File: config.mk
export PLATFORM = sky130hd
export DESIGN_NAME = cache_refill_buffer
export DESIGN_NICKNAME = d
export VERILOG_FILES = /design/src/verilog/cache_refill_buffer.sv
export VERILOG_INCLUDE_DIRS = /design/src /design/src/verilog
export SDC_FILE = /design/constraint.sdc
export NUM_CORES = 1
export LEC_CHECK = 0
export BUFFER_PORTS_ARGS = -buffer_cell sky130_fd_sc_hd__buf_2
export CAP_MARGIN = 25
export CORE_MARGIN = 2
export CORE_UTILIZATION = 50
export DETAILED_ROUTE_END_ITERATION = 8
export GPL_TIMING_DRIVEN = 0
export PLACE_DENSITY_LB_ADDON = 0.05
export SYNTH_ARGS = -nofsm -noshare
export SYNTH_HDL_FRONTEND = slang
export SYNTH_SLANG_ARGS = --single-unit
File: constraint.sdc
create_clock -name clk -period 6.3 [get_ports clk]
set_clock_uncertainty 0.15 [all_clocks]
set_input_delay 0.315 -clock clk [delete_from_list [all_inputs] [get_ports clk]]
set_output_delay 0.315 -clock clk [all_outputs]
set_load 0.02 [all_outputs]
File: src/verilog/cache_params.svh
`ifndef CACHE_PARAMS_SVH
`define CACHE_PARAMS_SVH

// address split is tag, index, byte offset
`define CACHE_TAG_WIDTH 20
`define CACHE_INDEX_WIDTH 7
`define CACHE_OFFSET_WIDTH 5

// sets per way
`define CACHE_SETS 128

// 32-byte line as eight 32-bit words
`define CACHE_LINE_WORDS 8
`define CACHE_LINE_WIDTH 256

// two-way set associative
`define CACHE_WAYS 2

`endif

File: src/verilog/cache_refill_buffer.sv
`timescale 1ns/1ps
`include "cache_params.svh"

module cache_refill_buffer (
    input  logic                         clk,
    input  logic                         resetn,
    input  logic                         ret_valid,
    input  logic                         ret_last,
    input  logic [31:0]                  ret_data,
    output logic [`CACHE_LINE_WIDTH-1:0] fill_line,
    output logic                         fill_done
);

    // beats come lowest word first
    logic [2:0] beat_cnt;

    always_ff @(posedge clk) begin
        if (!resetn) begin
            beat_cnt  <= '0;
            fill_done <= 1'b0;
        end else begin
            fill_done <= ret_valid && ret_last;
            if (ret_valid) begin
                if (ret_last) begin
                    beat_cnt <= '0;
                end else begin
                    beat_cnt <= beat_cnt + 3'd1;
                end
            end
        end
    end

    // each beat drops into its own word slot
    always_ff @(posedge clk) begin
        if (ret_valid) begin
            fill_line[beat_cnt*32 +: 32] <= ret_data;
        end
    end

endmodule

==> impl_metrics.json <==
{
  "area_growth_syn_to_layout_pct": 27.56,
  "cp-end-kind": "flop",
  "yosysSeqAreaShare_pct": 74.40,
  "timing.rr.end": "fill_line[22]",
  "synth_mux_area_share_pct": 0,
  "cts_setup_buffers": 0,
  "grt_max_degree": 33,
  "die_h_um": 148.5,
  "avgViaCountPerCell": 5.664,
  "placed_area_um2": 12390,
  "antenna_found_initial": 4,
  "yosys_register_bits": 260,
  "min_from": "ret_data[25]",
  "ctsHtreeMaxLevel": 1,
  "grt_pass1_wl_um": 45530,
  "min_period_ps": 3976,
  "power_density_nw_per_um2": 278.5,
  "drive_gt1_share_pct": 43.77,
  "cts.sinks": 260,
  "final_cell_mix": "buf_2 (329), edfxtp_1 (256), nor3_1 (89)",
  "cp.required_ps": 6380,
  "dr.pass1.iters": 5,
  "portBuffers": 291,
  "holdBufCountCts": 11,
  "pre_cts_slack_ps": 2302,
  "clock_latency_ps": 520,
  "synth_compound_area_share_pct": 0.3835,
  "rows": 52,
  "cap_viol_max_count": 0,
  "multi_input_area_um2": 2243,
  "gp_congestion": 0.8138,
  "n_fill_cell": 1557,
  "finalHoldViolations": 0,
  "worstHoldEndpoint": "fill_line[249]",
  "hp-class": "input port to flop",
  "setup_viol": 0,
  "setup_tns_ps": 0,
  "grt_pass1_vias": 7224,
  "start_kind": "flop",
  "synth-simple-area-share_pct": 20.11,
  "worst_pin_slew_ps": 987.3,
  "dp_hpwl_um": 23050,
  "regArea_um2": 7767,
  "synth_nets": 729,
  "synth_xor_area_share_pct": 0,
  "drcViolationCount": 0,
  "drt-total-wl_um": 32030,
  "drv_slew": 0,
  "path_clk_slew_ps": 70,
  "r2r_cells": 10,
  "ff2ff_setup_slack_ps": 2320,
  "grt.total_usage_pct": 28.62,
  "placed_cells_incl_taps": 1257,
  "setup_ws_ps": 2324,
  "die_width_um": 148.5,
  "rsz0062_at_grt": "false",
  "cp_max_fo": 19,
  "avgRoutedWirePerCell_um": 24.32,
  "yosysWarnings": 0,
  "fmax_mhz": 251.5,
  "synth_top_family_by_area": "simple AND/OR/NAND/NOR gates",
  "worst_ep_arrival_time_ps": 4060,
  "vdd_drop_max_uv": 195.3,
  "io_pins": 293,
  "synth_area_um2": 10440,
  "start_util_pct": 51.27,
  "nets": 1066,
  "final_cells": 1317,
  "synth_area_per_cell_um2": 15.15,
  "relSlewSlack_pct": 34.02,
  "timing.final.crit_share_pct": 63.12,
  "core_area_um2": 20360,
  "critPathKind": "flop to flop",
  "synth_cell_types": 26,
  "leakage_nw": 5.096,
  "layout_commonest_cell": "buf_2",
  "clockRootBuffer": "clkbuf_16",
  "cts.repair.resized": 0,
  "cts-buffers-inserted": 26,
  "whs_path_depth": 3,
  "cts_tree": "built",
  "die_area_um2": 22050,
  "overflow": 0,
  "cts_buffer_depth": 3,
  "syn_inst": 689,
  "hold-worst-slack_ps": 13.86,
  "r2r_start": "beat_cnt[0]",
  "synth_adder_area_share_pct": 0.4794,
  "ant_nets": 0,
  "finish.instance_area_um2": 13320,
  "route.vias.total": 7459,
  "outcome": "finished, final reports clean",
  "drt_iter0_drc": 509
}
[stage by stage]
step | power (W) | util, %
after global placement | 0.002220 | 60.08
final | 0.003709 | 65.40
after global routing | 0.003795 | 65.37
after CTS | 0.003710 | 65.36
after detailed placement | 0.002227 | 60.83
after floorplan | 0.002118 | -
[worst max path at each step]
stage                      from        endpoint  slack [ps]  depth (start not counted)
floorplan           beat_cnt[0]  fill_line[192]        1550                          9
global placement    beat_cnt[0]  fill_line[149]        -120                          9
detailed placement  beat_cnt[0]    fill_line[8]        2300                         10
CTS                 beat_cnt[0]    fill_line[8]        2310                         10
global route        beat_cnt[0]   fill_line[22]        2050                         10
finish              beat_cnt[0]   fill_line[22]        2320                         10
[sequential cells by signal, indices dropped and copies added, names as in the netlist]
name	flops
beat_cnt	3
fill_done	1
fill_line	256
[kinds of logic after synthesis]
family / Yosys count
AO/OA/AOI/OAI: 5
adder cells (fa/ha/maj): 4
buffers and inverters: 106
flip-flops: 260
AND/OR/NAND/NOR: 314
[report_power, final]
group	switching, W	leakage [nW]	total [W]	internal [W]
Clock	0.000654	0.400	0.00151	0.000857
Sequential	0.00000671	2.65	0.00191	0.00191
Combinational	0.000213	2.04	0.000286	0.0000722
Total	0.000874	5.10	0.00371	0.00283
[routing by layer]
layer / up-vias / routed length, µm / GRT usage, %
met3: 73 / 3118 / 7.209
met2: 413 / 14740 / 44.88
met5: - / 41 / 0
met4: 6 / 1098 / 10.52
li1: 3302 / - / -
met1: 3665 / 13030 / 39.15
[cells in the mapped netlist, drive strengths merged]
cell	number	area share [%]
edfxtp	256	74
nor3	121	7.2
nor4	96	8.1
nor2	49	1.8
buf	47	2.5
inv	37	1.3
nand3b	23	1.7
clkbuf	22	0.79
nand2	13	0.47
dfxtp	4	0.77
ha	4	0.48
nand2b	4	0.24
or3b	3	0.25
a21oi	2	0.096
or2	2	0.12
and3	1	0.060
nand4bb	1	0.11
o21a	1	0.072
o22ai	1	0.060
o311ai	1	0.16
or3	1	0.060
[worst max-delay path: stages, from the launching register on]
cell and delay (ps):
dfxtp_1 430, buf_2 260, inv_1 120, buf_1 280, ha_1 320, ha_1 370
or3b_1 410, clkbuf_1 190, buf_2 270, nor3_4 590, buf_8 280
[layout make-up]
cell class	count	area share [%]
antenna	3	0.05637
tap	270	2.537
timing repair buffer	309	12.50
sequential	260	58.32
buffer	69	2.584
clock buffer	36	5.552
multi-input combinational	323	16.85
inverter	37	1.043
clock inverter	10	0.5543
No activity file was read; power rests on OpenSTA's default activity.
