`config.mk`:
```
export PLATFORM = sky130hd
export DESIGN_NAME = cache_ctrl
export DESIGN_NICKNAME = d
export VERILOG_FILES = /design/src/verilog/cache_pkg.sv /design/src/verilog/cache_ctrl.sv
export VERILOG_INCLUDE_DIRS = /design/src /design/src/verilog
export SDC_FILE = /design/constraint.sdc
export NUM_CORES = 1
export LEC_CHECK = 0
export ABC_CLOCK_PERIOD_IN_PS = 9110
export BUFFER_PORTS_ARGS = -buffer_cell sky130_fd_sc_hd__buf_4
export CAP_MARGIN = 30
export CELL_PAD_IN_SITES_DETAIL_PLACEMENT = 1
export CELL_PAD_IN_SITES_GLOBAL_PLACEMENT = 1
export CORE_AREA = 4 4 660 662
export CTS_BUF_LIST = sky130_fd_sc_hd__clkbuf_8
export DETAILED_ROUTE_END_ITERATION = 6
export DIE_AREA = 0 0 664 666
export PLACE_DENSITY = 0.3
export SLEW_MARGIN = 20
export SYNTH_ARGS = -nofsm -noshare
export SYNTH_HDL_FRONTEND = slang
export SYNTH_SLANG_ARGS = --single-unit
```
`constraint.sdc`:
```
create_clock -name clk -period 9.11 [get_ports clk]
set_input_delay 0.4555 -clock clk [delete_from_list [all_inputs] [get_ports clk]]
set_output_delay 0.4555 -clock clk [all_outputs]
set_load 0.1 [all_outputs]
```
`src/verilog/cache_params.svh`:
```
`ifndef CACHE_PARAMS_SVH
`define CACHE_PARAMS_SVH

// address split is tag, index, byte offset
`define CACHE_TAG_WIDTH 20
`define CACHE_INDEX_WIDTH 7
`define CACHE_OFFSET_WIDTH 5

// sets per way
`define CACHE_SETS 128

// 32-byte line as eight 32-bit words
`define CACHE_LINE_WORDS 8
`define CACHE_LINE_WIDTH 256

// two-way set associative
`define CACHE_WAYS 2

`endif

```
`src/verilog/cache_pkg.sv`:
```
`include "cache_params.svh"

package cache_pkg;

    typedef enum logic {
        OP_READ  = 1'b0,
        OP_WRITE = 1'b1
    } cache_op_e;

    typedef enum logic [2:0] {
        ST_IDLE    = 3'd0,
        ST_LOOKUP  = 3'd1,
        ST_MISS    = 3'd2,
        ST_REPLACE = 3'd3,
        ST_REFILL  = 3'd4
    } main_state_e;

    // low three encodings match the cpu size field
    typedef enum logic [2:0] {
        XFER_BYTE = 3'b000,
        XFER_HALF = 3'b001,
        XFER_WORD = 3'b010,
        XFER_LINE = 3'b100
    } xfer_type_e;

    typedef struct packed {
        cache_op_e                      op;
        logic                           uncached;
        logic [1:0]                     size;
        logic [`CACHE_TAG_WIDTH-1:0]    tag;
        logic [`CACHE_INDEX_WIDTH-1:0]  index;
        logic [`CACHE_OFFSET_WIDTH-1:0] offset;
        logic [3:0]                     wstrb;
        logic [31:0]                    wdata;
    } cpu_req_t;

    typedef struct packed {
        logic                        valid;
        logic                        dirty;
        logic [`CACHE_TAG_WIDTH-1:0] tag;
    } line_meta_t;

    typedef struct packed {
        xfer_type_e  xtype;
        logic [31:0] addr;
    } mem_rd_req_t;

    typedef struct packed {
        xfer_type_e                   xtype;
        logic [31:0]                  addr;
        logic [3:0]                   wstrb;
        logic [`CACHE_LINE_WIDTH-1:0] data;
    } mem_wr_req_t;

endpackage

```
`src/verilog/cache_ctrl.sv`:
```
`timescale 1ns/1ps
`include "cache_params.svh"

module cache_ctrl (
    input  logic                                          clk,
    input  logic                                          resetn,
    input  logic                                          valid,
    input  cache_pkg::cpu_req_t                           req,
    output logic                                          addr_ok,
    output logic                                          data_ok,
    output logic [31:0]                                   rdata,
    output cache_pkg::cpu_req_t                           req_q,
    input  logic                                          hit,
    input  logic                                          hit_way,
    input  logic [31:0]                                   rd_word,
    input  logic [`CACHE_LINE_WIDTH-1:0]                  merged_line,
    input  cache_pkg::line_meta_t [`CACHE_WAYS-1:0]       meta,
    input  logic [`CACHE_WAYS-1:0][`CACHE_LINE_WIDTH-1:0] line,
    input  logic                                          fill_done,
    input  logic                                          ret_valid,
    input  logic                                          ret_last,
    input  logic [31:0]                                   ret_data,
    output logic [`CACHE_INDEX_WIDTH-1:0]                 rd_index,
    output logic                                          we,
    output logic                                          we_way,
    output logic [`CACHE_INDEX_WIDTH-1:0]                 wr_index,
    output cache_pkg::line_meta_t                         wr_meta,
    output logic [`CACHE_LINE_WIDTH-1:0]                  wr_line,
    output logic                                          rd_req,
    output cache_pkg::mem_rd_req_t                        rd,
    input  logic                                          rd_rdy,
    output logic                                          wr_req,
    output cache_pkg::mem_wr_req_t                        wr,
    input  logic                                          wr_rdy
);
    import cache_pkg::*;

    main_state_e                  state_q;
    main_state_e                  state_d;
    logic                         victim_q;
    line_meta_t                   vic_meta_q;
    logic [`CACHE_LINE_WIDTH-1:0] vic_line_q;
    logic                         rd_sent_q;
    logic                         cached;
    logic                         is_write;
    logic                         hit_write;
    logic                         refill_done;
    logic                         unc_rd_done;
    logic                         unc_wr_done;

    assign cached      = !req_q.uncached;
    assign is_write    = (req_q.op == OP_WRITE);
    assign hit_write   = (state_q == ST_LOOKUP) && cached && hit && is_write;
    assign refill_done = (state_q == ST_REFILL) && cached && fill_done;
    assign unc_rd_done = (state_q == ST_REFILL) && !cached && ret_valid && ret_last;
    assign unc_wr_done = (state_q == ST_REPLACE) && !cached && wr_rdy;

    always_comb begin
        state_d = state_q;
        case (state_q)
            ST_IDLE: begin
                if (valid) begin
                    state_d = ST_LOOKUP;
                end
            end
            ST_LOOKUP: begin
                // uncached requests bypass the tag check
                if (!cached) begin
                    state_d = is_write ? ST_REPLACE : ST_REFILL;
                end else if (hit) begin
                    state_d = ST_IDLE;
                end else begin
                    state_d = ST_MISS;
                end
            end
            ST_MISS: begin
                state_d = (vic_meta_q.valid && vic_meta_q.dirty) ? ST_REPLACE : ST_REFILL;
            end
            ST_REPLACE: begin
                if (wr_rdy) begin
                    state_d = cached ? ST_REFILL : ST_IDLE;
                end
            end
            ST_REFILL: begin
                if (refill_done || unc_rd_done) begin
                    state_d = ST_IDLE;
                end
            end
            default: state_d = ST_IDLE;
        endcase
    end

    always_ff @(posedge clk) begin
        if (!resetn) begin
            state_q   <= ST_IDLE;
            victim_q  <= 1'b0;
            rd_sent_q <= 1'b0;
        end else begin
            state_q <= state_d;
            // one global round-robin pointer
            if (refill_done) begin
                victim_q <= ~victim_q;
            end
            if (state_q != ST_REFILL) begin
                rd_sent_q <= 1'b0;
            end else if (rd_req && rd_rdy) begin
                rd_sent_q <= 1'b1;
            end
        end
    end

    always_ff @(posedge clk) begin
        if (addr_ok && valid) begin
            req_q <= req;
        end
        // snapshot the victim before the set is overwritten
        if (state_q == ST_LOOKUP) begin
            vic_meta_q <= meta[victim_q];
            vic_line_q <= line[victim_q];
        end
    end

    assign addr_ok = (state_q == ST_IDLE);
    assign data_ok = ((state_q == ST_LOOKUP) && cached && hit) || refill_done
                     || unc_rd_done || unc_wr_done;
    assign rdata   = cached ? rd_word : ret_data;

    // store read follows the incoming request while idle
    assign rd_index = (state_q == ST_IDLE) ? req.index : req_q.index;

    assign we       = hit_write || refill_done;
    assign we_way   = (state_q == ST_LOOKUP) ? hit_way : victim_q;
    assign wr_index = req_q.index;
    assign wr_line  = merged_line;

    always_comb begin
        wr_meta.valid = 1'b1;
        wr_meta.dirty = is_write;
        wr_meta.tag   = req_q.tag;
    end

    assign rd_req   = (state_q == ST_REFILL) && !rd_sent_q;
    assign rd.xtype = cached ? XFER_LINE : xfer_type_e'({1'b0, req_q.size});
    assign rd.addr  = cached ? {req_q.tag, req_q.index, {`CACHE_OFFSET_WIDTH{1'b0}}}
                             : {req_q.tag, req_q.index, req_q.offset};

    // write-back of the victim or a single uncached store
    assign wr_req   = (state_q == ST_REPLACE);
    assign wr.xtype = cached ? XFER_LINE : xfer_type_e'({1'b0, req_q.size});
    assign wr.addr  = cached ? {vic_meta_q.tag, req_q.index, {`CACHE_OFFSET_WIDTH{1'b0}}}
                             : {req_q.tag, req_q.index, req_q.offset};
    assign wr.wstrb = cached ? 4'b1111 : req_q.wstrb;
    assign wr.data  = cached ? vic_line_q
                             : {{(`CACHE_LINE_WIDTH-32){1'b0}}, req_q.wdata};

    assert property (@(posedge clk) disable iff (!resetn) !(rd_req && wr_req));

    // the read request holds still while memory stalls
    assert property (@(posedge clk) disable iff (!resetn)
        rd_req && !rd_rdy |=> rd_req && $stable(rd));

endmodule

```
==> flow_summary.yaml <==
synth:
  yosysTopAreaCellShare: 0.542
  synth.distinct_cells: 34
  synthFlopType: "edfxtp_1"
  synth.net_count: 2361
  synth_seq_cells: 355
  synth_commonest_cells: "370 x mux2_2, 351 x buf_4, 350 x edfxtp_1"
  synth_warnings: 0
  postSynthAreaPerCell_um2: 13.8
  synthCells: 1403
  synth-edff-count: 350
  async_reset_ff_frac: 0
  synth.most_common_cell: "mux2_2"
  synth_area_leader_cell: "edfxtp_1"
  synth.area.top_cells: "edfxtp_1 54%, mux2_2 21%, buf_4 14%"
  syn_area_mm2: 0.0194
  yosysSeqAreaShare: 0.547
power:
  total_leakage_power_nw: 14.7
  switching_share: 0.594
  irDropWorstVdd_v: 0.000161
  p_comb_frac: 0.595
  power_density_mw_per_mm2: 296
  pwr-share-clk: 0.163
  seqPwrFrac: 0.243
  p_int_mw: 4.90
  p_sw_mw: 7.16
  p_total_mw: 12.1
timing:
  hold_violations: 0
  tns_ns: 0
  period_minus_slack_ns: 4.08
  finClkSkew_ns: 0.111
  worst_hold_slack_ns: 0.240
  rsz0062_at_grt: "no"
  report.final.slew_viol_count: 0
  slew_headroom: 0.388
  finalCritPeriodShare: 0.448
  setup_viol: 0
  worstMarginPinSlew_ns: 0.918
  final.setup.worst_slack_ns: 5.03
  fmax_ghz: 0.245
critical_path:
  crit_required_ns: 8.65
  worstPathArrival_ns: 3.63
  cp_max_fo: 53
  path_class: "flop to primary output"
  cp-end-kind: "primary output"
  crit_path_start_kind: "flop"
placed_design:
  routabilityCongestion: 0.824
  port_buffers: 1176
  post-place-ws_ns: 5.55
  post-dp-hpwl_mm: 188
global_routing:
  grt_pass1_vias: 20288
  overflow: 0
  grt_pass1_wl_mm: 262
  grt_use_total: 0.0945
  grt_start_max_net_pins: 107
  antenna_found_initial: 42
detailed_routing:
  routedWlPerCell_um: 25.2
  wl_met2_mm: 103
  num_vias: 18196
  drtIter0Drc: 744
  finalWirelength_mm: 220
  top_layer_used: "met5"
  first_pass_iters: 4
  drc: 0
  vias_per_cell: 2.08
  wl_met1_mm: 76.1
  wl_met3_mm: 32.4
  antenna_left: 0
die:
  coreArea_mm2: 0.430
  die_w_um: 664
  rows: 241
  pin_count: 1690
  initial_core_util: 0.0451
  die_area_mm2: 0.442
  dieHeight_um: 666
clocking:
  cts_tree: "built"
  cts_resized: 0
  cts_buffers: 93
  cts_max_level: 3
  worstSkewPairLatency_ns: 0.94
  cts.sinks: 355
  clockBufferDepth: 4
  clock-root-buffer: "clkbuf_8"
  clk_pin_slew_ns: 0.06
outcome:
  status: "completed"
min_path:
  min_path_type: "primary input to flop"
flow_run:
  maxCapViolations: 0
cells_and_area:
  drive_gt1_frac: 0.563
  nets: 3892
  syn_to_final_growth_pct: 110
## critical path: stages, from the launching register on
cell and delay, ns:
edfxtp_1 0.76, buf_4 0.54, buf_4 0.70, nor2b_1 0.24
buf_4 0.31
## power groups by stage
stage | clock network [mW] | logic (mW) | registers (mW)
after global routing | 2.19 | 7.51 | 2.99
after detailed placement | 0 | 7.15 | 3.00
final | 1.96 | 7.17 | 2.93
after global placement | 0 | 7.13 | 3.02
after CTS | 2.15 | 7.44 | 2.98
after floorplan | 0 | 4.88 | 3.15
## cell type report
type / instances / area [um2]
Antenna cell: 24 / 60.1
Clock buffer: 95 / 1310
Clock inverter: 61 / 279
Fill cell: 50439 / 389000
Inverter: 3 / 11.3
Multi-Input combinational cell: 645 / 5910
Sequential cell: 355 / 10600
Tap cell: 5710 / 7140
Timing Repair Buffer: 1836 / 15400
## sequential cells by signal (all words and copies together), names as in the netlist
signal      cells
is_write        1
rd_sent_q       1
req_q          64
state_q         3
vic_line_q    256
vic_meta_q     22
victim_q        1
wr_index        7
## per-layer routing
| metal | up-vias | GRT usage |
|---|---|---|
| li1 | 7736 | - |
| met1 | 8921 | 0.0941 |
| met2 | 1258 | 0.155 |
| met3 | 251 | 0.0655 |
| met4 | 30 | 0.0274 |
| met5 | - | 0.0239 |
## path summary, 6_finish.rpt
check / slack [ns] / depth (start not counted) / end / from
setup / recovery: 5.03 / 4 / wr[94] / req_q[70]
hold / removal: 0.24 / 5 / state_q[0] / wr_rdy
setup reg to reg: 5.46 / 4 / vic_line_q[158] / victim_q
hold reg to reg: 0.80 / 2 / state_q[2] / state_q[2]
## per-stage QoR
step	instance area, um2	instances	util
floorplan	19400	1403	-
detailed placement	32800	7914	0.0762
CTS	40700	8705	0.0947
global placement	32700	7911	0.0761
global route	40700	8710	0.0947
finish	40800	8729	0.0949
## placed cells by master, fill, tap and decap left out, types with 2 or more instances in the layout
cell,n
a31oi_1,2
and2_1,8
and2_4,2
and3_1,2
buf_12,2
buf_4,1196
buf_8,2
clkbuf_8,95
clkinv_1,28
clkinv_2,9
clkinvlp_4,2
dfxtp_1,4
diode_2,24
dlygate4sd3_1,635
edfxtp_1,350
inv_1,23
mux2_2,370
nand2_1,3
nand2b_1,5
nand3_1,3
nor2_1,6
nor2b_1,224
o21ai_0,2
o31a_1,2
## logic make-up (layout without fill, tap and decap cells)
group                  after synthesis  count (layout)  synth area share
buffers and inverters              403            1995             0.148
multiplexers                       370             370             0.215
flip-flops                         355             355             0.547
AND/OR/NAND/NOR                    263             263            0.0852
AO/OA/AOI/OAI                       10              10           0.00374
other                                1              25          0.000193
XOR/XNOR                             1               1          0.000452
## timing repair
item                      in CTS  in global routing
hold buffers                 635                  0
setup buffers                  0                  0
hold endpoints to repair     355                  0
Note: power is estimated with default switching activity, not from simulation.
