[src/verilog/cache_params.svh]
`ifndef CACHE_PARAMS_SVH
`define CACHE_PARAMS_SVH

// address split is tag, index, byte offset
`define CACHE_TAG_WIDTH 20
`define CACHE_INDEX_WIDTH 7
`define CACHE_OFFSET_WIDTH 5

// sets per way
`define CACHE_SETS 128

// 32-byte line as eight 32-bit words
`define CACHE_LINE_WORDS 8
`define CACHE_LINE_WIDTH 256

// two-way set associative
`define CACHE_WAYS 2

`endif

[src/verilog/cache_pkg.sv]
`include "cache_params.svh"

package cache_pkg;

    typedef enum logic {
        OP_READ  = 1'b0,
        OP_WRITE = 1'b1
    } cache_op_e;

    typedef enum logic [2:0] {
        ST_IDLE    = 3'd0,
        ST_LOOKUP  = 3'd1,
        ST_MISS    = 3'd2,
        ST_REPLACE = 3'd3,
        ST_REFILL  = 3'd4
    } main_state_e;

    // low three encodings match the cpu size field
    typedef enum logic [2:0] {
        XFER_BYTE = 3'b000,
        XFER_HALF = 3'b001,
        XFER_WORD = 3'b010,
        XFER_LINE = 3'b100
    } xfer_type_e;

    typedef struct packed {
        cache_op_e                      op;
        logic                           uncached;
        logic [1:0]                     size;
        logic [`CACHE_TAG_WIDTH-1:0]    tag;
        logic [`CACHE_INDEX_WIDTH-1:0]  index;
        logic [`CACHE_OFFSET_WIDTH-1:0] offset;
        logic [3:0]                     wstrb;
        logic [31:0]                    wdata;
    } cpu_req_t;

    typedef struct packed {
        logic                        valid;
        logic                        dirty;
        logic [`CACHE_TAG_WIDTH-1:0] tag;
    } line_meta_t;

    typedef struct packed {
        xfer_type_e  xtype;
        logic [31:0] addr;
    } mem_rd_req_t;

    typedef struct packed {
        xfer_type_e                   xtype;
        logic [31:0]                  addr;
        logic [3:0]                   wstrb;
        logic [`CACHE_LINE_WIDTH-1:0] data;
    } mem_wr_req_t;

endpackage

[src/verilog/cache_hit_select.sv]
`timescale 1ns/1ps
`include "cache_params.svh"

module cache_hit_select (
    input  logic                                          clk,
    input  logic                                          resetn,
    input  cache_pkg::cpu_req_t                           req_q,
    input  cache_pkg::line_meta_t [`CACHE_WAYS-1:0]       meta,
    input  logic [`CACHE_WAYS-1:0][`CACHE_LINE_WIDTH-1:0] line,
    input  logic [`CACHE_LINE_WIDTH-1:0]                  fill_line,
    output logic                                          hit,
    output logic                                          hit_way,
    output logic [31:0]                                   rd_word,
    output logic [`CACHE_LINE_WIDTH-1:0]                  merged_line
);
    import cache_pkg::*;

    logic [`CACHE_WAYS-1:0]       hit_vec;
    logic [`CACHE_LINE_WIDTH-1:0] sel_line;
    logic [2:0]                   word_sel;

    always_comb begin
        for (int w = 0; w < `CACHE_WAYS; w++) begin
            hit_vec[w] = meta[w].valid && (meta[w].tag == req_q.tag);
        end
    end

    assign hit     = |hit_vec;
    assign hit_way = hit_vec[1];

    // on a miss the line comes from the refill buffer
    assign sel_line = hit ? line[hit_way] : fill_line;

    // word within the line
    assign word_sel = req_q.offset[`CACHE_OFFSET_WIDTH-1:2];
    assign rd_word  = sel_line[word_sel*32 +: 32];

    // only the bytes of this store land in the line
    always_comb begin
        merged_line = sel_line;
        if (req_q.op == OP_WRITE) begin
            for (int b = 0; b < 4; b++) begin
                if (req_q.wstrb[b]) begin
                    merged_line[word_sel*32 + b*8 +: 8] = req_q.wdata[b*8 +: 8];
                end
            end
        end
    end

    // refills only target missing tags, so a set never holds one tag twice
    assert property (@(posedge clk) disable iff (!resetn)
        !$isunknown(hit_vec) |-> $onehot0(hit_vec));

endmodule

[config.mk]
export PLATFORM = sky130hd
export DESIGN_NAME = cache_hit_select
export DESIGN_NICKNAME = d
export VERILOG_FILES = /design/src/verilog/cache_pkg.sv /design/src/verilog/cache_hit_select.sv
export VERILOG_INCLUDE_DIRS = /design/src /design/src/verilog
export SDC_FILE = /design/constraint.sdc
export NUM_CORES = 1
export LEC_CHECK = 0
export ABC_AREA = 1
export BUFFER_PORTS_ARGS = -buffer_cell sky130_fd_sc_hd__buf_4
export CORE_AREA = 2 2 459 461
export DETAILED_ROUTE_END_ITERATION = 16
export DIE_AREA = 0 0 461 463
export PLACE_DENSITY = 0.3
export SETUP_SLACK_MARGIN = 0.05
export SLEW_MARGIN = 10
export SYNTH_ARGS = -nofsm -noshare
export SYNTH_HDL_FRONTEND = slang
export SYNTH_SLANG_ARGS = --single-unit
[constraint.sdc]
create_clock -name vclk -period 6.25
set_input_delay 0 -clock vclk [all_inputs]
set_output_delay 0 -clock vclk [all_outputs]
set_load 0.01 [all_outputs]
==> flow_summary.html, run 1 <==
<table>
<tr><th>Metric</th><th>Value</th></tr>
<tr><th colspan="2">STA</th></tr>
<tr><td>Final cycle utilization of the critical path</td><td>0.656</td></tr>
<tr><td>RSZ-0062 raised after global routing</td><td>false</td></tr>
<tr><td>Final Max Slew Viols</td><td>0</td></tr>
<tr><td>Least-Margin Pin Slew</td><td>~1.1 ns</td></tr>
<tr><td>Setup TNS</td><td>0 ns</td></tr>
<tr><td>Final critical-path required period</td><td>4.10 ns</td></tr>
<tr><td>Hold Fails Final Rpt</td><td>0</td></tr>
<tr><td>Peak Freq</td><td>0.244 GHz</td></tr>
<tr><td>Tightest slew margin relative to the limit</td><td>0.242</td></tr>
<tr><td>Final Setup Violations</td><td>0</td></tr>
<tr><th colspan="2">Finish</th></tr>
<tr><td>CLK BUF</td><td>0</td></tr>
<tr><td>Final Core Density</td><td>0.132</td></tr>
<tr><td>Post-synthesis to final-layout area growth</td><td>76.1%</td></tr>
<tr><td>Layout cells sized above 1</td><td>0.304</td></tr>
<tr><td>Sequential cell area</td><td>0 µm²</td></tr>
<tr><td>Count of nets after finishing</td><td>5263</td></tr>
<tr><td>Most used cells in the layout excluding fill and tap cells</td><td>buf_4 (1224), nand2_1 (1012), nand3_1 (740), inv_1 (532), nand4_1 (256)</td></tr>
<tr><td>Number of sequential cells in the layout</td><td>0</td></tr>
<tr><td>Most frequent standard cell in the layout excluding fill and tap cells</td><td>buf_4</td></tr>
<tr><th colspan="2">Drt</th></tr>
<tr><td>Count of antenna-violating nets left after detailed routing</td><td>0</td></tr>
<tr><td>Starting DRT DRC Count</td><td>2356</td></tr>
<tr><td>Drc violations</td><td>0</td></tr>
<tr><td>WL/cell</td><td>36.4 µm</td></tr>
<tr><td>Post-detailed-route via-to-cell ratio</td><td>3.96</td></tr>
<tr><td>Via Count</td><td>approximately 29000</td></tr>
<tr><td>First-pass detailed-route iteration total</td><td>6</td></tr>
<tr><td>Final wirelength</td><td>262 mm</td></tr>
<tr><th colspan="2">GRT</th></tr>
<tr><td>Met2 Use GR</td><td>0.403</td></tr>
<tr><td>First-pass GRT wire length</td><td>around 320 mm</td></tr>
<tr><td>Vias in the first global route</td><td>27738</td></tr>
<tr><td>Largest net degree at the start of global routing</td><td>~110</td></tr>
<tr><td>Global-route usage over all layers</td><td>0.233</td></tr>
<tr><td>GR Util met3</td><td>0.0817</td></tr>
<tr><td>GR Overflow Total</td><td>0</td></tr>
<tr><td>Initial antenna violation count</td><td>85</td></tr>
<tr><td>Busiest layer in global routing</td><td>met2</td></tr>
<tr><td>Met1 capacity usage during global routing</td><td>0.281</td></tr>
<tr><th colspan="2">Power and ir drop</th></tr>
<tr><td>Worst vdd ir</td><td>24.9 µV</td></tr>
<tr><td>Pleak</td><td>14.9 nW</td></tr>
<tr><td>Power Dens Cells</td><td>67.7 mW/mm²</td></tr>
<tr><th colspan="2">Place</th></tr>
<tr><td>Total half-perimeter wirelength after legalization and detailed placement</td><td>229 mm</td></tr>
<tr><td>Final GP Congestion</td><td>0.892</td></tr>
<tr><td>Number of input and output port buffers inserted</td><td>1160</td></tr>
<tr><th colspan="2">Critical path</th></tr>
<tr><td>Startpoint Class</td><td>primary input</td></tr>
<tr><td>Endpoint kind of the worst setup timing path</td><td>output port</td></tr>
<tr><td>Arrival time worst endpoint</td><td>about 4.1 ns</td></tr>
<tr><td>Critical path class</td><td>primary input to output port</td></tr>
<tr><td>Worst-path maximum fanout</td><td>29</td></tr>
<tr><td>Required time of the critical path</td><td>between 6 and 7 ns</td></tr>
<tr><th colspan="2">Synthesis</th></tr>
<tr><td>Mapped Cells</td><td>3401</td></tr>
<tr><td>Fraction of synthesized cell area taken by the top area cell type</td><td>0.244</td></tr>
<tr><td>Yosys top cell by area</td><td>nand2_1</td></tr>
<tr><td>Sequential area share after synthesis</td><td>0</td></tr>
<tr><td>Post-Synthesis Cell Area</td><td>0.0156 mm²</td></tr>
<tr><td>Mapped Avg Cell Area</td><td>4.59 µm²</td></tr>
<tr><td>Syn Nets</td><td>4293</td></tr>
<tr><td>Number of unique standard cell types used by synthesis</td><td>34</td></tr>
<tr><td>Synth Warn #</td><td>0</td></tr>
<tr><td>Biggest area contributors in the synthesized netlist</td><td>nand2_1 (24%), nand3_1 (24%), inv_1 (13%), nand4_1 (10%), clkbuf_1 (3.5%)</td></tr>
<tr><th colspan="2">Floorplan</th></tr>
<tr><td>IO Pins</td><td>1176</td></tr>
<tr><td>Area of the core</td><td>between 0.2 and 0.25 mm²</td></tr>
<tr><td>Die Outline Area</td><td>0.213 mm²</td></tr>
<tr><td>Horizontal extent of the die</td><td>around 460 µm</td></tr>
<tr><td>Placement Rows</td><td>168</td></tr>
<tr><td>Starting density of the core</td><td>0.0748</td></tr>
<tr><td>Die height</td><td>463 µm</td></tr>
<tr><th colspan="2">Job</th></tr>
<tr><td>Number of max-cap violations</td><td>0</td></tr>
<tr><th colspan="2">Worst hold path</th></tr>
<tr><td>Classification of the worst-slack hold path</td><td>primary input to output port</td></tr>
<tr><th colspan="2">Clocking</th></tr>
<tr><td>Hold-fix buffers, CTS</td><td>0</td></tr>
<tr><td>Setup fix buffers added after clock tree synthesis</td><td>0</td></tr>
<tr><td>Number of gates given a new drive strength after cts</td><td>0</td></tr>
<tr><th colspan="2">Status</th></tr>
<tr><td>Result of the run</td><td>completed</td></tr>
</table>
[synth_stat cells (2+ instances only)]
master	count
nor3_1	86
buf_2	59
o21ai_0	75
inv_1	533
inv_2	19
buf_4	23
nor2_4	4
nand4_1	256
nor2_2	2
nand2_1	1013
o2bb2ai_1	7
or2_2	20
mux2i_1	4
a31oi_1	40
clkbuf_1	145
nor3_2	3
nand3_1	740
o22ai_1	12
xnor2_1	2
clkinv_1	4
nor2_1	143
and2_1	6
o21ai_1	2
a21oi_1	69
ha_1	6
mux2_2	27
a21o_1	58
buf_1	36
nand3_2	2
[logic make-up after synthesis]
family,synth area share
AOI/OAI and AO/OA,0.100
xor gates and xnor gates,0.00112
adders and majority gates,0.00481
buffers and inverters,0.208
muxes,0.0220
and+or+nand+nor,0.664
[final timing paths]
check | startpoint | end | slack [ns] | cells past startpoint
setup / recovery | req_q[39] | merged_line[7] | 2.15 | 10
hold / removal | req_q[6] | merged_line[6] | 0.37 | 3
[cell type report]
class	instances	area, µm²
Tap cell	2805	3510
Antenna cell	26	65.1
Multi-Input combinational cell	2581	12500
Inverter	556	2100
Timing Repair Buffer	1232	9330
Fill cell	25234	181000
[per-stage QoR]
stage	cell area (µm²)	hold WS (ns)	setup WS (ns)	std cells	total power, mW
final	27500	0.365	2.15	7200	1.86
after CTS	27400	0.358	2.16	7174	1.90
after floorplan	15600	0.152	3.74	3401	0.612
after detailed placement	27400	0.354	2.16	7174	1.89
after global placement	27400	0.364	2.15	7174	1.90
after global routing	27500	0.383	1.97	7184	2.00
[report_power, final]
part,internal [mW],leakage [nW],total [mW],switching (mW)
combinational,0.734,14.9,1.86,1.13
clock,0.000000176,0.000179,0.000000176,0
sequential,0,0,0,0
total,0.734,14.9,1.86,1.13
[worst max-delay path, stage by stage]
cell     delay (ns)
buf_6          0.27
buf_4          0.51
inv_4          0.27
ha_1           0.61
inv_1          0.58
nand3_1        0.17
nor3_2         0.82
nand3_1        0.34
o21ai_1        0.25
buf_4          0.17
[routing by layer]
| layer | routed length, µm | part of all wire |
|---|---|---|
| met5 | 112 | 0.00043 |
| met4 | 3800 | 0.015 |
| met3 | 25200 | 0.096 |
| met2 | 125000 | 0.48 |
| met1 | 107000 | 0.41 |
(Power assumes the default switching activity.)
==> run 2: changes to the inputs <==
- clock period: 6.25 -> 3.9 ns (I/O delays scaled with it)
==> flow_summary.html, run 2 (synthesis results as in run 1) <==
<table>
<tr><th>Metric</th><th>Value</th></tr>
<tr><th colspan="2">Floorplan</th></tr>
<tr><td>IO Pins</td><td>1176</td></tr>
<tr><td>Placement Rows</td><td>approximately 170</td></tr>
<tr><td>Horizontal extent of the die</td><td>461 µm</td></tr>
<tr><td>Area of the core</td><td>between 0.2 and 0.25 mm²</td></tr>
<tr><td>Die height</td><td>463 µm</td></tr>
<tr><td>Die Outline Area</td><td>0.213 mm²</td></tr>
<tr><td>Starting density of the core</td><td>0.0748</td></tr>
<tr><th colspan="2">Critical path</th></tr>
<tr><td>Worst-path maximum fanout</td><td>126</td></tr>
<tr><td>Startpoint Class</td><td>primary input</td></tr>
<tr><td>Worst setup path startpoint</td><td>req_q[51]</td></tr>
<tr><td>Crit path capture</td><td>rd_word[19]</td></tr>
<tr><td>Arrival time worst endpoint</td><td>3.40 ns</td></tr>
<tr><td>Required time of the critical path</td><td>just under 4 ns</td></tr>
<tr><td>Critical path class</td><td>primary input to output port</td></tr>
<tr><td>Endpoint kind of the worst setup timing path</td><td>output port</td></tr>
<tr><th colspan="2">Drt</th></tr>
<tr><td>Count of antenna-violating nets left after detailed routing</td><td>0</td></tr>
<tr><td>First-pass detailed-route iteration total</td><td>7</td></tr>
<tr><td>Via Count</td><td>28908</td></tr>
<tr><td>Post-detailed-route via-to-cell ratio</td><td>3.96</td></tr>
<tr><td>Starting DRT DRC Count</td><td>2074</td></tr>
<tr><td>Final wirelength</td><td>265 mm</td></tr>
<tr><td>WL/cell</td><td>36.2 µm</td></tr>
<tr><td>Drc violations</td><td>0</td></tr>
<tr><th colspan="2">Finish</th></tr>
<tr><td>CLK BUF</td><td>0</td></tr>
<tr><td>Post-Layout Inst Area</td><td>0.0284 mm²</td></tr>
<tr><td>Count of nets after finishing</td><td>5356</td></tr>
<tr><td>Layout cells sized above 1</td><td>0.318</td></tr>
<tr><td>Most frequent standard cell in the layout excluding fill and tap cells</td><td>buf_4</td></tr>
<tr><td>Most used cells in the layout excluding fill and tap cells</td><td>buf_4 (1297), nand2_1 (1012), nand3_1 (740), inv_1 (532), nand4_1 (256)</td></tr>
<tr><td>Number of sequential cells in the layout</td><td>0</td></tr>
<tr><td>Count of fill cells added during filler insertion</td><td>25150</td></tr>
<tr><td>Number of standard cells in the layout, taps in and fillers out</td><td>7308</td></tr>
<tr><td>Final Core Density</td><td>0.136</td></tr>
<tr><td>Sequential cell area</td><td>0 µm²</td></tr>
<tr><td>Post-synthesis to final-layout area growth</td><td>82.3%</td></tr>
<tr><th colspan="2">Clocking</th></tr>
<tr><td>Setup fix buffers added after clock tree synthesis</td><td>0</td></tr>
<tr><td>Hold-fix buffers, CTS</td><td>0</td></tr>
<tr><td>Number of gates given a new drive strength after cts</td><td>0</td></tr>
<tr><th colspan="2">Worst hold path</th></tr>
<tr><td>Classification of the worst-slack hold path</td><td>primary input to output port</td></tr>
<tr><th colspan="2">STA</th></tr>
<tr><td>Final Max Slew Viols</td><td>0</td></tr>
<tr><td>RSZ-0062 raised after global routing</td><td>false</td></tr>
<tr><td>Final Setup Violations</td><td>0</td></tr>
<tr><td>Final critical-path required period</td><td>3.40 ns</td></tr>
<tr><td>Final cycle utilization of the critical path</td><td>0.872</td></tr>
<tr><td>Tightest slew margin relative to the limit</td><td>0.262</td></tr>
<tr><td>Hold Fails Final Rpt</td><td>0</td></tr>
<tr><td>Post-layout worst setup margin</td><td>0.498 ns</td></tr>
<tr><td>Peak Freq</td><td>~0.29 GHz</td></tr>
<tr><td>Least-Margin Pin Slew</td><td>between 1 and 1.5 ns</td></tr>
<tr><td>Setup TNS</td><td>0 ns</td></tr>
<tr><td>Worst hold margin</td><td>0.371 ns</td></tr>
<tr><th colspan="2">GRT</th></tr>
<tr><td>Vias in the first global route</td><td>between 20000 and 30000</td></tr>
<tr><td>GR Overflow Total</td><td>0</td></tr>
<tr><td>Global-route usage over all layers</td><td>0.236</td></tr>
<tr><td>Largest net degree at the start of global routing</td><td>approximately 130</td></tr>
<tr><td>Initial antenna violation count</td><td>82</td></tr>
<tr><td>First-pass GRT wire length</td><td>325 mm</td></tr>
<tr><th colspan="2">Place</th></tr>
<tr><td>Count of placed standard cells including taps</td><td>7267</td></tr>
<tr><td>Post-place instance area</td><td>0.0283 mm²</td></tr>
<tr><td>Number of input and output port buffers inserted</td><td>around 1200</td></tr>
<tr><td>Dpl ws</td><td>0.472 ns</td></tr>
<tr><td>Final GP Congestion</td><td>0.887</td></tr>
<tr><td>Total half-perimeter wirelength after legalization and detailed placement</td><td>234 mm</td></tr>
<tr><th colspan="2">Job</th></tr>
<tr><td>Number of max-cap violations</td><td>0</td></tr>
<tr><th colspan="2">Status</th></tr>
<tr><td>Result of the run</td><td>completed</td></tr>
<tr><th colspan="2">Power and ir drop</th></tr>
<tr><td>Worst vdd ir</td><td>roughly 39 µV</td></tr>
<tr><td>Power Dens Cells</td><td>106 mW/mm²</td></tr>
<tr><td>Pleak</td><td>15.4 nW</td></tr>
<tr><td>PnR Total Power</td><td>3.03 mW</td></tr>
</table>
-- run 2: area by class of cell --
type               instances  area (µm²)  share of cell area
diodes                    41         103             0.00361
inverters                556        2100              0.0739
well taps               2805        3510               0.123
multi-input cells       2581       12400               0.438
repair buffers          1325       10300               0.361
-- run 2: worst min path at each step --
stage                  start              to  slack, ns  depth (start not counted)
floorplan           req_q[0]  merged_line[0]       0.15                          1
global placement    req_q[2]  merged_line[2]       0.38                          3
detailed placement  req_q[2]  merged_line[2]       0.38                          3
CTS                 req_q[2]  merged_line[2]       0.38                          3
global route        req_q[2]  merged_line[2]       0.40                          3
finish              req_q[2]  merged_line[2]       0.37                          3
-- run 2: critical path, cell delays in order --
cell	delay (ns)
buf_4	0.13
inv_1	0.09
nand2_1	0.08
nand2_1	0.07
nor2_1	0.04
nand2_1	0.11
nor2_4	0.07
nand3_4	0.13
buf_12	0.24
buf_12	0.48
nand2_1	0.26
nand3_1	0.34
nand3_1	0.11
nand3_1	0.14
nand2_1	0.07
nand2_1	0.16
nand2_1	0.35
buf_4	0.29
-- run 2: metal layers --
layer / GRT usage / part of all wire / vias up
li1: - / - / 13335
met1: 0.292 / 0.42 / 14035
met2: 0.406 / 0.48 / 1356
met3: 0.0674 / 0.086 / 160
met4: 0.0366 / 0.016 / 22
met5: 0 / 0.00049 / -
-- run 2: report_power, final --
part	leakage, nW	switching, mW	total, mW	internal, mW
registers	0	0	0	0
logic	15.4	1.83	3.03	1.20
clock network	0.000263	0	0.000000955	0.000000955
total	15.4	1.83	3.03	1.20
